--- config.mk ---
export PLATFORM = sky130hd
export DESIGN_NAME = lc3b_pipe
export DESIGN_NICKNAME = d
export VERILOG_FILES = /design/src/lc3b_pkg.sv /design/src/lc3b_regfile.sv /design/src/lc3b_fetch.sv /design/src/lc3b_decode.sv /design/src/lc3b_hazard.sv /design/src/lc3b_execute.sv /design/src/lc3b_memory.sv /design/src/lc3b_pipe.sv
export SDC_FILE = /design/constraint.sdc
export NUM_CORES = 1
export LEC_CHECK = 0
export ABC_CLOCK_PERIOD_IN_PS = 4600
export BUFFER_PORTS_ARGS = -buffer_cell sky130_fd_sc_hd__buf_2
export CORE_AREA = 2 2 203 205
export DETAILED_ROUTE_END_ITERATION = 8
export DIE_AREA = 0 0 205 207
export PLACE_DENSITY = 0.64
export SLEW_MARGIN = 20
export SYNTH_ARGS = -nofsm -noshare
export SYNTH_HDL_FRONTEND = slang
export SYNTH_SLANG_ARGS = --single-unit
--- constraint.sdc ---
create_clock -name clk -period 4.6 [get_ports clk]
set_clock_uncertainty 0.05 [all_clocks]
set_input_delay 0.69 -clock clk [delete_from_list [all_inputs] [get_ports clk]]
set_output_delay 0.69 -clock clk [all_outputs]
set_load 0.02 [all_outputs]
--- src/lc3b_pkg.sv ---
package lc3b_pkg;

typedef logic [15:0] lc3b_word;    // data word or byte address
typedef logic [2:0]  lc3b_reg;     // register index
typedef logic [2:0]  lc3b_nzp;     // n in bit 2

typedef enum logic [3:0]
{
    op_br  = 4'd0,
    op_add = 4'd1,
    op_and = 4'd5,
    op_ldr = 4'd6,
    op_str = 4'd7,
    op_not = 4'd9
} lc3b_opcode;

typedef enum logic [1:0]
{
    alu_add,
    alu_and,
    alu_not,
    alu_pass
} lc3b_aluop;

typedef enum logic [1:0]
{
    fwd_none,
    fwd_mem,
    fwd_wb
} lc3b_fwd_sel;

// br with an empty nzp mask
localparam lc3b_word NOP_WORD = 16'h0000;

localparam lc3b_word PC_STEP = 16'd2;    // one instruction

localparam int OPCODE_LSB   = 12;
localparam int DEST_LSB     = 9;         // dest, store source or nzp
localparam int SRC_A_LSB    = 6;
localparam int IMM_FLAG_BIT = 5;

endpackage : lc3b_pkg

--- src/lc3b_regfile.sv ---
module lc3b_regfile
(
    input  logic               clk,
    input  logic               rst_n,
    input  lc3b_pkg::lc3b_reg  src_a,
    input  lc3b_pkg::lc3b_reg  src_b,
    output lc3b_pkg::lc3b_word reg_a,
    output lc3b_pkg::lc3b_word reg_b,
    input  logic               we,
    input  lc3b_pkg::lc3b_reg  dest,
    input  lc3b_pkg::lc3b_word wdata
);

lc3b_pkg::lc3b_word regs [8];

always_ff @(posedge clk)
begin
    if (!rst_n)
    begin
        for (int i = 0; i < 8; i++)
            regs[i] <= '0;
    end
    else if (we)
    begin
        regs[dest] <= wdata;
    end
end

// writeback result visible in the same cycle
assign reg_a = (we && dest == src_a) ? wdata : regs[src_a];
assign reg_b = (we && dest == src_b) ? wdata : regs[src_b];

endmodule : lc3b_regfile

--- src/lc3b_fetch.sv ---
module lc3b_fetch
#(
    parameter lc3b_pkg::lc3b_word RESET_PC = 16'h0000
)
(
    input  logic               clk,
    input  logic               rst_n,
    output logic               i_cyc,
    output logic               i_stb,
    output lc3b_pkg::lc3b_word i_adr,
    input  lc3b_pkg::lc3b_word i_dat,
    input  logic               i_ack,
    input  logic               advance,
    input  logic               hold,
    input  logic               flush,
    input  logic               br_taken,
    input  lc3b_pkg::lc3b_word br_target,
    output lc3b_pkg::lc3b_word instr,
    output lc3b_pkg::lc3b_word instr_pc
);

lc3b_pkg::lc3b_word pc;
lc3b_pkg::lc3b_word pc_plus2;

assign pc_plus2 = pc + lc3b_pkg::PC_STEP;

assign i_cyc = 1'b1;            // always fetching
assign i_stb = i_cyc;
assign i_adr = pc;              // held until the pipeline advances

always_ff @(posedge clk)
begin
    if (!rst_n)
    begin
        pc       <= RESET_PC;
        instr    <= lc3b_pkg::NOP_WORD;
        instr_pc <= RESET_PC;
    end
    else if (advance && i_ack)
    begin
        if (flush)
            instr <= lc3b_pkg::NOP_WORD;     // word behind a taken branch
        else if (!hold)
        begin
            instr    <= i_dat;
            instr_pc <= pc_plus2;           // base for br targets
        end

        if (br_taken)
            pc <= br_target;
        else if (!hold)
            pc <= pc_plus2;
    end
end

endmodule : lc3b_fetch

--- src/lc3b_decode.sv ---
module lc3b_decode
(
    input  logic                 clk,
    input  logic                 rst_n,
    input  lc3b_pkg::lc3b_word   instr,
    input  lc3b_pkg::lc3b_word   instr_pc,
    input  logic                 advance,
    input  logic                 bubble,
    input  logic                 flush,
    input  logic                 wb_wr_reg,
    input  lc3b_pkg::lc3b_reg    wb_dest,
    input  lc3b_pkg::lc3b_word   wb_result,
    output lc3b_pkg::lc3b_reg    src_a,
    output lc3b_pkg::lc3b_reg    src_b,
    output lc3b_pkg::lc3b_opcode ex_opcode,
    output lc3b_pkg::lc3b_aluop  ex_aluop,
    output lc3b_pkg::lc3b_reg    ex_dest,
    output lc3b_pkg::lc3b_reg    ex_src_a,
    output lc3b_pkg::lc3b_reg    ex_src_b,
    output logic                 ex_use_imm,
    output lc3b_pkg::lc3b_word   ex_imm,
    output lc3b_pkg::lc3b_word   ex_a,
    output lc3b_pkg::lc3b_word   ex_b,
    output lc3b_pkg::lc3b_word   ex_pc
);

lc3b_pkg::lc3b_word   reg_a;
lc3b_pkg::lc3b_word   reg_b;
logic [3:0]           op_field;
lc3b_pkg::lc3b_opcode opcode;
lc3b_pkg::lc3b_aluop  aluop;
lc3b_pkg::lc3b_reg    dest;
lc3b_pkg::lc3b_word   imm;
logic                 use_imm;

assign op_field = instr[lc3b_pkg::OPCODE_LSB +: 4];
assign src_a    = instr[lc3b_pkg::SRC_A_LSB +: 3];

// str sends its data register through the second read port
assign src_b = (op_field == lc3b_pkg::op_str) ? instr[lc3b_pkg::DEST_LSB +: 3] : instr[2:0];

lc3b_regfile regfile
(
    .clk   (clk),
    .rst_n (rst_n),
    .src_a (src_a),
    .src_b (src_b),
    .reg_a (reg_a),
    .reg_b (reg_b),
    .we    (wb_wr_reg),
    .dest  (wb_dest),
    .wdata (wb_result)
);

always_comb
begin
    opcode  = lc3b_pkg::op_br;
    aluop   = lc3b_pkg::alu_pass;
    dest    = instr[lc3b_pkg::DEST_LSB +: 3];
    use_imm = 1'b0;
    imm     = {{6{instr[8]}}, instr[8:0], 1'b0};     // offset9 for br
    case (op_field)
        lc3b_pkg::op_br:
            opcode = lc3b_pkg::op_br;
        lc3b_pkg::op_add:
        begin
            opcode  = lc3b_pkg::op_add;
            aluop   = lc3b_pkg::alu_add;
            use_imm = instr[lc3b_pkg::IMM_FLAG_BIT];
            imm     = {{11{instr[4]}}, instr[4:0]};
        end
        lc3b_pkg::op_and:
        begin
            opcode  = lc3b_pkg::op_and;
            aluop   = lc3b_pkg::alu_and;
            use_imm = instr[lc3b_pkg::IMM_FLAG_BIT];
            imm     = {{11{instr[4]}}, instr[4:0]};
        end
        lc3b_pkg::op_not:
        begin
            opcode = lc3b_pkg::op_not;
            aluop  = lc3b_pkg::alu_not;
        end
        lc3b_pkg::op_ldr, lc3b_pkg::op_str:
        begin
            opcode  = (op_field == lc3b_pkg::op_ldr) ? lc3b_pkg::op_ldr : lc3b_pkg::op_str;
            aluop   = lc3b_pkg::alu_add;          // base plus offset
            use_imm = 1'b1;
            imm     = {{9{instr[5]}}, instr[5:0], 1'b0};
        end
        default:
            dest = '0;                            // unsupported, br never
    endcase
end

always_ff @(posedge clk)
begin
    if (!rst_n || (advance && (bubble || flush)))
    begin
        ex_opcode  <= lc3b_pkg::op_br;            // no-op into execute
        ex_aluop   <= lc3b_pkg::alu_pass;
        ex_dest    <= '0;
        ex_src_a   <= '0;
        ex_src_b   <= '0;
        ex_use_imm <= 1'b0;
    end
    else if (advance)
    begin
        ex_opcode  <= opcode;
        ex_aluop   <= aluop;
        ex_dest    <= dest;
        ex_src_a   <= src_a;
        ex_src_b   <= src_b;
        ex_use_imm <= use_imm;
    end
end

always_ff @(posedge clk)
begin
    if (advance)
    begin
        ex_imm <= imm;
        ex_a   <= reg_a;
        ex_b   <= reg_b;
        ex_pc  <= instr_pc;
    end
end

endmodule : lc3b_decode

--- src/lc3b_hazard.sv ---
module lc3b_hazard
(
    input  lc3b_pkg::lc3b_reg     src_a,
    input  lc3b_pkg::lc3b_reg     src_b,
    input  lc3b_pkg::lc3b_reg     ex_src_a,
    input  lc3b_pkg::lc3b_reg     ex_src_b,
    input  lc3b_pkg::lc3b_opcode  ex_opcode,
    input  lc3b_pkg::lc3b_reg     ex_dest,
    input  lc3b_pkg::lc3b_reg     mem_dest,
    input  logic                  mem_wr_reg,
    input  lc3b_pkg::lc3b_reg     wb_dest,
    input  logic                  wb_wr_reg,
    output lc3b_pkg::lc3b_fwd_sel fwd_a,
    output lc3b_pkg::lc3b_fwd_sel fwd_b,
    output logic                  bubble
);

function automatic lc3b_pkg::lc3b_fwd_sel pick_fwd(input lc3b_pkg::lc3b_reg src);
    if (mem_wr_reg && mem_dest == src)
        return lc3b_pkg::fwd_mem;           // younger result wins
    if (wb_wr_reg && wb_dest == src)
        return lc3b_pkg::fwd_wb;
    return lc3b_pkg::fwd_none;
endfunction

always_comb
begin
    fwd_a = pick_fwd(ex_src_a);
    fwd_b = pick_fwd(ex_src_b);
end

// load data only exists after the memory stage
assign bubble = (ex_opcode == lc3b_pkg::op_ldr) && (src_a == ex_dest || src_b == ex_dest);

endmodule : lc3b_hazard

--- src/lc3b_execute.sv ---
module lc3b_execute
(
    input  logic                  clk,
    input  logic                  rst_n,
    input  lc3b_pkg::lc3b_opcode  ex_opcode,
    input  lc3b_pkg::lc3b_aluop   ex_aluop,
    input  lc3b_pkg::lc3b_reg     ex_dest,
    input  logic                  ex_use_imm,
    input  lc3b_pkg::lc3b_word    ex_imm,
    input  lc3b_pkg::lc3b_word    ex_a,
    input  lc3b_pkg::lc3b_word    ex_b,
    input  lc3b_pkg::lc3b_word    ex_pc,
    input  lc3b_pkg::lc3b_fwd_sel fwd_a,
    input  lc3b_pkg::lc3b_fwd_sel fwd_b,
    input  lc3b_pkg::lc3b_word    wb_result,
    input  logic                  advance,
    input  logic                  flush,
    output lc3b_pkg::lc3b_opcode  mem_opcode,
    output lc3b_pkg::lc3b_reg     mem_dest,
    output logic                  mem_wr_reg,
    output lc3b_pkg::lc3b_word    mem_result,
    output lc3b_pkg::lc3b_word    mem_store_data,
    output lc3b_pkg::lc3b_nzp     mem_nzp_mask
);

lc3b_pkg::lc3b_word opa;
lc3b_pkg::lc3b_word opb;
lc3b_pkg::lc3b_word alu_b;
lc3b_pkg::lc3b_word alu_out;
lc3b_pkg::lc3b_word br_target;
lc3b_pkg::lc3b_word result;
logic               wr_reg;

always_comb
begin
    case (fwd_a)
        lc3b_pkg::fwd_mem: opa = mem_result;
        lc3b_pkg::fwd_wb:  opa = wb_result;
        default:           opa = ex_a;
    endcase
    case (fwd_b)
        lc3b_pkg::fwd_mem: opb = mem_result;
        lc3b_pkg::fwd_wb:  opb = wb_result;
        default:           opb = ex_b;
    endcase
end

assign alu_b = ex_use_imm ? ex_imm : opb;

always_comb
begin
    case (ex_aluop)
        lc3b_pkg::alu_add: alu_out = opa + alu_b;    // also ldr/str address
        lc3b_pkg::alu_and: alu_out = opa & alu_b;
        lc3b_pkg::alu_not: alu_out = ~opa;
        default:           alu_out = alu_b;
    endcase
end

assign br_target = ex_pc + ex_imm;    // pc already incremented
assign result    = (ex_opcode == lc3b_pkg::op_br) ? br_target : alu_out;

assign wr_reg = ex_opcode inside {lc3b_pkg::op_add, lc3b_pkg::op_and,
                                  lc3b_pkg::op_not, lc3b_pkg::op_ldr};

always_ff @(posedge clk)
begin
    if (!rst_n || (advance && flush))
    begin
        mem_opcode   <= lc3b_pkg::op_br;
        mem_dest     <= '0;
        mem_wr_reg   <= 1'b0;
        mem_nzp_mask <= '0;                 // never taken
    end
    else if (advance)
    begin
        mem_opcode   <= ex_opcode;
        mem_dest     <= ex_dest;
        mem_wr_reg   <= wr_reg;
        mem_nzp_mask <= (ex_opcode == lc3b_pkg::op_br) ? ex_dest : '0;
    end
end

always_ff @(posedge clk)
begin
    if (advance)
    begin
        mem_result     <= result;
        mem_store_data <= opb;              // str source after forwarding
    end
end

endmodule : lc3b_execute

--- src/lc3b_memory.sv ---
module lc3b_memory
(
    input  logic                 clk,
    input  logic                 rst_n,
    input  lc3b_pkg::lc3b_opcode mem_opcode,
    input  lc3b_pkg::lc3b_reg    mem_dest,
    input  logic                 mem_wr_reg,
    input  lc3b_pkg::lc3b_word   mem_result,
    input  lc3b_pkg::lc3b_word   mem_store_data,
    input  lc3b_pkg::lc3b_nzp    mem_nzp_mask,
    input  logic                 advance,
    input  lc3b_pkg::lc3b_word   d_dat_r,
    input  logic                 d_ack,
    output logic                 d_cyc,
    output logic                 d_stb,
    output logic                 d_we,
    output lc3b_pkg::lc3b_word   d_adr,
    output lc3b_pkg::lc3b_word   d_dat_w,
    output logic                 mem_wait,
    output logic                 br_taken,
    output lc3b_pkg::lc3b_reg    wb_dest,
    output logic                 wb_wr_reg,
    output lc3b_pkg::lc3b_word   wb_result
);

logic               is_load;
logic               is_store;
logic               d_done;
lc3b_pkg::lc3b_word ld_data;
lc3b_pkg::lc3b_word wb_in;
lc3b_pkg::lc3b_nzp  cc;

function automatic lc3b_pkg::lc3b_nzp gen_cc(input lc3b_pkg::lc3b_word value);
    if (value[15])
        return 3'b100;
    if (value == '0)
        return 3'b010;
    return 3'b001;
endfunction

assign is_load  = mem_opcode == lc3b_pkg::op_ldr;
assign is_store = mem_opcode == lc3b_pkg::op_str;

assign d_cyc    = (is_load || is_store) && !d_done;    // one transfer per access
assign d_stb    = d_cyc;
assign d_we     = is_store;
assign d_adr    = mem_result;
assign d_dat_w  = mem_store_data;
assign mem_wait = d_cyc && !d_ack;

always_ff @(posedge clk)
begin
    if (!rst_n || advance)
        d_done <= 1'b0;
    else if (d_cyc && d_ack)
        d_done <= 1'b1;                     // acked, waiting on fetch
end

always_ff @(posedge clk)
begin
    if (d_cyc && d_ack)
        ld_data <= d_dat_r;
end

assign wb_in = !is_load ? mem_result : (d_done ? ld_data : d_dat_r);

// nzp mask is zero for everything but br
assign br_taken = (mem_opcode == lc3b_pkg::op_br) && |(mem_nzp_mask & cc);

always_ff @(posedge clk)
begin
    if (!rst_n)
    begin
        cc        <= '0;
        wb_dest   <= '0;
        wb_wr_reg <= 1'b0;
    end
    else if (advance)
    begin
        wb_dest   <= mem_dest;
        wb_wr_reg <= mem_wr_reg;
        if (mem_wr_reg)
            cc <= gen_cc(wb_in);            // set as result enters writeback
    end
end

always_ff @(posedge clk)
begin
    if (advance)
        wb_result <= wb_in;
end

endmodule : lc3b_memory

--- src/lc3b_pipe.sv ---
module lc3b_pipe
#(
    parameter lc3b_pkg::lc3b_word RESET_PC = 16'h0000
)
(
    input  logic               clk,
    input  logic               rst_n,
    output logic               i_cyc,
    output logic               i_stb,
    output lc3b_pkg::lc3b_word i_adr,
    input  lc3b_pkg::lc3b_word i_dat,
    input  logic               i_ack,
    output logic               d_cyc,
    output logic               d_stb,
    output logic               d_we,
    output lc3b_pkg::lc3b_word d_adr,
    output lc3b_pkg::lc3b_word d_dat_w,
    input  lc3b_pkg::lc3b_word d_dat_r,
    input  logic               d_ack
);

logic                  advance;
logic                  mem_wait;
logic                  bubble;
logic                  br_taken;
lc3b_pkg::lc3b_word    instr;
lc3b_pkg::lc3b_word    instr_pc;
lc3b_pkg::lc3b_reg     src_a;
lc3b_pkg::lc3b_reg     src_b;
lc3b_pkg::lc3b_opcode  ex_opcode;
lc3b_pkg::lc3b_aluop   ex_aluop;
lc3b_pkg::lc3b_reg     ex_dest;
lc3b_pkg::lc3b_reg     ex_src_a;
lc3b_pkg::lc3b_reg     ex_src_b;
logic                  ex_use_imm;
lc3b_pkg::lc3b_word    ex_imm;
lc3b_pkg::lc3b_word    ex_a;
lc3b_pkg::lc3b_word    ex_b;
lc3b_pkg::lc3b_word    ex_pc;
lc3b_pkg::lc3b_fwd_sel fwd_a;
lc3b_pkg::lc3b_fwd_sel fwd_b;
lc3b_pkg::lc3b_opcode  mem_opcode;
lc3b_pkg::lc3b_reg     mem_dest;
logic                  mem_wr_reg;
lc3b_pkg::lc3b_word    mem_result;
lc3b_pkg::lc3b_word    mem_store_data;
lc3b_pkg::lc3b_nzp     mem_nzp_mask;
lc3b_pkg::lc3b_reg     wb_dest;
logic                  wb_wr_reg;
lc3b_pkg::lc3b_word    wb_result;

// whole pipeline moves together once both ports are satisfied
assign advance = i_ack && !mem_wait;

lc3b_fetch #(.RESET_PC(RESET_PC)) fetch_stage
(
    .hold      (bubble),
    .flush     (br_taken),
    .br_target (mem_result),            // br target rides in the result field
    .*
);

lc3b_decode decode_stage
(
    .flush (br_taken),
    .*
);

lc3b_hazard hazard_unit
(
    .*
);

lc3b_execute execute_stage
(
    .flush (br_taken),
    .*
);

lc3b_memory memory_stage
(
    .*
);

endmodule : lc3b_pipe

Word level (Yosys, flattened, before mapping)
Memories as Yosys holds them, arrays and structs flattened. A register that Yosys moved wholly into a read port is not among the register bits.
Index checks and enable logic that the tools add are counted.
{ "totals": {"regBits": 211, "romBits": 0, "ram_bits": 128, "wordCells": 157, "latchBits": 0, "output_inout_bits": 53, "n_memories": 1, "input_bits": 36} }
{ "classes": {"div_mod_pow": 0, "n_addsub": 3, "multipliers": 0, "reduce_logical": 40, "mux": 57, "magnitude_cmp": 0, "eq_ne": 26, "bitwise": 5, "shifts": 0} }
{ "memory_table": {"columns": ["name", "words", "width", "read_ports", "rd_ports_with_merged_regs", "write_ports", "line_no", "rtl"], "rows": [
  ["decode_stage.regfile.regs", 8, 16, 2, 1, 8, "lc3b_regfile.sv:14", "lc3b_pkg::lc3b_word regs [8];"]
]} }
{ "ops": {"columns": ["cell", "n"], "rows": [
  ["$mux 16", 11],
  ["$pmux 16 s2", 3],
  ["$pmux 16 s3", 1],
  ["$add 16x16->16", 2],
  ["$mux 3", 10],
  ["$eq 4x3->1 const B", 7],
  ["$eq 3x3->1", 8],
  ["$mux 1", 21],
  ["$add 16x2->16 const B", 1],
  ["$and 16x16->16", 1],
  ["$logic_not 16->1", 1],
  ["$mux 2", 8],
  ["$not 16->16", 1],
  ["$pmux 4 s4", 1],
  ["$reduce_or 16->1", 1],
  ["$logic_and 1x1->1", 15],
  ["$logic_not 4->1", 3],
  ["$eq 4x1->1 const B", 2],
  ["$eq 4x4->1 const B", 2],
  ["$eq 2x1->1 const B", 3],
  ["$eq 2x2->1 const B", 3],
  ["$logic_or 1x1->1", 6],
  ["$pmux 2 s3", 1],
  ["$reduce_or 3->1", 2],
  ["other kinds (11)", 17]
]} }

Depth between registers and ports, before layout
{ "logic_depth": {"depth_word": 14, "depth_mapped": 18, "mapped_depth_nobuf": 16} }

By module
From an unflattened synthesis, not the netlist that was laid out.
{ "unflattened": {"hier_cells": 1595, "hier_area_um2": 18969.4} }
{ "by_module_without_submodules": {"columns": ["module", "instances", "area_per_inst_um2", "cells_per_inst", "seq_area_each_um2"], "rows": [
  ["lc3b_regfile", 1, 7440.9, 446, 3843.7],
  ["lc3b_execute", 1, 4305.4, 509, 1181.1],
  ["lc3b_decode", 1, 2635.0, 159, 2062.0],
  ["lc3b_fetch", 1, 2277.2, 272, 960.9],
  ["lc3b_memory", 1, 2063.2, 180, 1121.1],
  ["lc3b_hazard", 1, 234.0, 28, 0.0],
  ["lc3b_pipe", 1, 13.8, 1, 0.0]
]} }

Worst setup path after synthesis
OpenSTA, ideal clock, no wires.
{ "synth_timing": {"path_kind": "flip-flop to flip-flop", "from": "register memory_stage.d_done", "to": "register decode_stage.ex_a[0] (enable)", "stages_incl_launch_ff": 6, "path_buffers": 3, "t_arrival_ns": 4.423, "period_less_slack_ns": 4.985, "t_required_ns": 4.038, "slack_ns": -0.385, "setup_time_ns": 0.512, "path_cell_list": "dfxtp_1 > clkbuf_1 > o31ai_1 > inv_1 > clkbuf_1 > clkbuf_1"} }
{ "synth_via": {"elab_chain_cells": 5} }
{ "synth_rtl": {"columns": ["element", "line_no", "rtl"], "rows": [
  ["start, declared", "lc3b_memory.sv:28", "logic d_done;"],
  ["start signal, assigned", "lc3b_memory.sv:54", "d_done <= 1'b0;"],
  ["start signal, assigned", "lc3b_memory.sv:56", "d_done <= 1'b1;"],
  ["$logic_not 1->1", "lc3b_memory.sv:44", "assign d_cyc = (is_load || is_store) && !d_done;"],
  ["$logic_and 1x1->1", "lc3b_memory.sv:44", null],
  ["$logic_and 1x1->1", "lc3b_memory.sv:49", "assign mem_wait = d_cyc && !d_ack;"],
  ["$logic_not 1->1", "lc3b_pipe.sv:53", "assign advance = i_ack && !mem_wait;"],
  ["$logic_and 1x1->1", "lc3b_pipe.sv:53", null],
  ["named net advance", "lc3b_pipe.sv:22", "logic advance;"],
  ["end signal, assigned", "lc3b_decode.sv:123", "ex_a <= reg_a;"],
  ["end, declared", "lc3b_decode.sv:22", "output lc3b_pkg::lc3b_word ex_a,"]
]} }
The timed path passes the listed nets, and every way through them passes these cells.
A chain may end at the register's enable or synchronous reset.

Worst setup path after layout
{ "layout_timing": {"from": "register memory_stage.wb_dest[2]", "to": "register execute_stage.mem_result[8] (data pin)"} }
{ "layout_via": {"elab_chain_cells": 12, "elab_cells_between_ends": 26, "cone_classes": "add/sub: 1; eq/ne: 6; mux: 15; bitwise: 2; reduce/logical: 2"} }
{ "layout_rtl": {"columns": ["element", "line_no", "rtl"], "rows": [
  ["start, declared", "lc3b_memory.sv:21", "output lc3b_pkg::lc3b_reg wb_dest,"],
  ["start signal, assigned", "lc3b_memory.sv:80", "wb_dest <= mem_dest;"],
  ["$eq 3x3->1 (*)", "lc3b_hazard.sv:21", "if (wb_wr_reg && wb_dest == src)"],
  ["$logic_and 1x1->1 (*)", "lc3b_hazard.sv:21", null],
  ["$mux 1 (2 in series)", "lc3b_hazard.sv:21", null],
  ["$mux 2 (*)", "lc3b_hazard.sv:23", "return lc3b_pkg::fwd_none;"],
  ["$mux 2 (*)", "lc3b_hazard.sv:21", null],
  ["$eq 2x2->1 or $eq 2x1->1 (tied branches)", "lc3b_execute.sv:41", "case (fwd_b)"],
  ["$pmux 16 s2 (*)", "lc3b_execute.sv:41", null],
  ["named net execute_stage.opb[3]", "lc3b_execute.sv:27", "lc3b_pkg::lc3b_word opb;"],
  ["$mux 16 (*)", "lc3b_execute.sv:48", "assign alu_b = ex_use_imm ? ex_imm : opb;"],
  ["$add 16x16->16 (*)", "lc3b_execute.sv:53", "lc3b_pkg::alu_add: alu_out = opa + alu_b;"],
  ["$pmux 16 s3 (*)", "lc3b_execute.sv:52", "case (ex_aluop)"],
  ["$mux 16 (*)", "lc3b_execute.sv:61", "assign result = (ex_opcode == lc3b_pkg::op_br) ? br_target : alu_out;"],
  ["named net execute_stage.result[8]", "lc3b_execute.sv:31", "lc3b_pkg::lc3b_word result;"],
  ["end signal, assigned", "lc3b_execute.sv:88", "mem_result <= result;"],
  ["end, declared", "lc3b_execute.sv:21", "output lc3b_pkg::lc3b_word mem_result,"]
]} }
Mark *: on every way through the listed nets, which the timed path passes. The rest lies on a longest branch. The select of a mux whose other input is x is not followed.

==> results.cfg <==
[setup_path]
r2r_slack_ns = 0.32
critPathCaptureType = flop
path_buf_inv = 1
crit_family = multiplexers
cp_cell_sequence = xnor2_1 > nand4_1 > buf_4 > mux2i_1 > a21oi_1 > mux2_2 > ha_1 > o21ai_0 > a21oi_1 > o31a_1 > or2_2 > a21oi_1 > xnor2_1 > mux4_2 > mux2_2
cpMostUsedCell = a21oi_1
critPathMaxStageDelay_ns = 0.48
path_max_fanout = 14
cp.required_ns = 4.83
cp-start-kind = flop
crit_arrival_ns = 4.51
crit_type = flop to flop
cp_slowest_cell = dfxtp_1

[logic_synthesis]
synth-edff-count = 250
ys_ff_latch = 336
yosysUniqueCellTypes = 68
synthArstFlopShare_pct = 0
ys.flop_type = edfxtp_1
postSynthAreaPerCell_um2 = 10.3
ys_seq_area_share_pct = 51.5
yosys_warnings = 0
syn_inst = 1734
syn-cell-area_mm2 = 0.0179

[floorplan]
coreArea_mm2 = 0.0404
dieArea_mm2 = 0.0424
io_pins = 89
die_h_um = 207
die_width_um = 205
rows = 74
initial_core_util_pct = 44.4

[placed_design]
port_buffers = 86
gp_congestion = 0.870
dpl.hpwl_um = 34500
pre_cts_ws_ns = 0.338

[sta]
fin_ws_ns = 0.321
finalCritPeriodShare_pct = 93.0
maxSlewViolCount = 0
tns_ns = 0
final_hold_viol_count = 0
fmax_mhz = 234
maxSlewHeadroom_pct = 32.4
whs_ns = 0.294
rsz0062_at_grt = false
period_needed_ns = 4.28
setup_viol = 0
worst_pin_slew_ns = 1.01

[drt]
vias = 13396
post-route-drc-count = 0
first_pass_iters = 6
drtIter0Drc = 1186
vias_per_cell = 5.74
ant_nets = 0
wl_per_cell_um = 21.8
wl_um = 50800

[final_layout]
largest_register_ffs = 128
diodes = 0
drive_above_1_share_pct = 14.4
area_growth_pct = 12.1
registers.top_by_ff_count = decode_stage.regfile.regs
final_nets = 1845

[clock_tree]
clkLatencyLatePin_ns = 0.54
htree_levels = 2
hold_buffers = 0
clock-sinks = 336
tritoncts = yes
cts-root-buf = clkbuf_16
post_cts_buffers = 0
clk_pin_slew_ns = 0.06
clock_path_buffers = 3
numCtsBuffers = 38

[power]
finalPower_uw = 7680
powerDensity_mw_per_mm2 = 382
vdd_ir_drop_max_mv = 0.246
p_leak_uw = 0.00768

[global_route]
overflow = 0
grt_max_degree = 66
grt_pass1_vias = 12930
grt_antenna_before_repair = 0
grt_pass1_wl_um = 77100
grt_usage_pct = 23.9

[run_status]
status = complete, no violations

[flow_run]
drv_cap = 0

[worst_hold_path]
hp-class = primary input to flop
cell usage after synthesis, types with 17 or more instances:
library cell / count / area (µm²)
mux2_2: 18 / 203
mux2i_1: 76 / 761
nor3_1: 23 / 115
ha_1: 32 / 400
o21ai_0: 88 / 440
inv_1: 26 / 97.6
a311oi_1: 17 / 149
edfxtp_1: 250 / 7510
nor2_1: 120 / 450
and2_1: 133 / 832
nand3_1: 63 / 315
nand2_1: 250 / 938
clkbuf_1: 106 / 398
a31oi_1: 20 / 125
a21oi_1: 122 / 611
a22o_1: 17 / 149
xnor2_1: 41 / 359
dfxtp_1: 86 / 1720
mux4_2: 34 / 766
and3_1: 18 / 113
area by class of cell:
class                      count  area (µm²)
multi-input combinational   1243        8170
clock inverter                17         154
timing repair buffer         129         753
inverter                      27         106
tap                          532         666
sequential                   336        9230
fill                        3684       20300
clock buffer                  50        1020
path summary, 6_finish.rpt:
kind,from,cells after the start,to
max,memory_stage.wb_dest[2],15,execute_stage.mem_result[8]
min,d_dat_r[11],1,memory_stage.ld_data[11]
max reg2reg,memory_stage.wb_dest[2],15,execute_stage.mem_result[8]
min reg2reg,fetch_stage.instr_pc[4],0,decode_stage.ex_pc[4]
metrics by stage:
stage	util [%]	instance area [µm²]	std cells
3_5_place_dp	46.8	18900	2267
4_1_cts	49.7	20100	2334
6_report	49.8	20100	2334
5_1_grt	49.8	20100	2334
3_3_place_gp	46.8	18900	2267
2_1_floorplan	-	17900	1735
report_power, final:
group          internal (µW)  switching (µW)
sequential              3440             199
clock                   1680            1220
combinational            437             697
logic make-up after synthesis:
group | after synthesis | share of synthesized area (%)
and+or+nand+nor | 661 | 17.5
buffers and inverters | 156 | 3.45
AOI/OAI and AO/OA | 362 | 12.6
xor gates and xnor gates | 54 | 2.64
other | 1 | 0.0209
adders and majority gates | 34 | 2.46
DFF | 336 | 51.5
muxes | 130 | 9.80
placed cells by master, fill, tap and decap left out, types with 19 or more instances in the layout:
cell type and n:
clkbuf_16 39, a21oi_1 121, and2_1 132, buf_2 86, dfxtp_1 85, buf_4 43, a31oi_1 19, nor2_1 118
mux2i_1 75, inv_1 25, o21ai_0 82, xnor2_1 41, nand3_1 63, mux4_2 34, edfxtp_1 250, nand2_1 250
ha_1 32, nor3_1 22
repair_timing:
item                                    CTS  global route
resized for setup                         0             1
endpoints found under the setup margin    0             2
endpoints found under the hold margin     0             0
layer usage:
| layer | part of all wire, % | track usage (%) | vias up |
|---|---|---|---|
| li1 | - | - | 6372 |
| met1 | 41 | 31.5 | 6463 |
| met2 | 48 | 39.5 | 480 |
| met3 | 7.1 | 4.14 | 81 |
| met4 | 3.4 | 9.13 | 0 |
| met5 | 0 | 0 | - |
worst register-to-register path: stages, from the launching register on:
cell and delay [ns]:
dfxtp_1 0.48, xnor2_1 0.17, nand4_1 0.23, buf_4 0.29, mux2i_1 0.20, a21oi_1 0.13
mux2_2 0.30, ha_1 0.34, o21ai_0 0.18, a21oi_1 0.10, o31a_1 0.29, or2_2 0.30
a21oi_1 0.17, xnor2_1 0.08, mux4_2 0.45, mux2_2 0.27
Note: power is estimated with default switching activity, not from simulation.
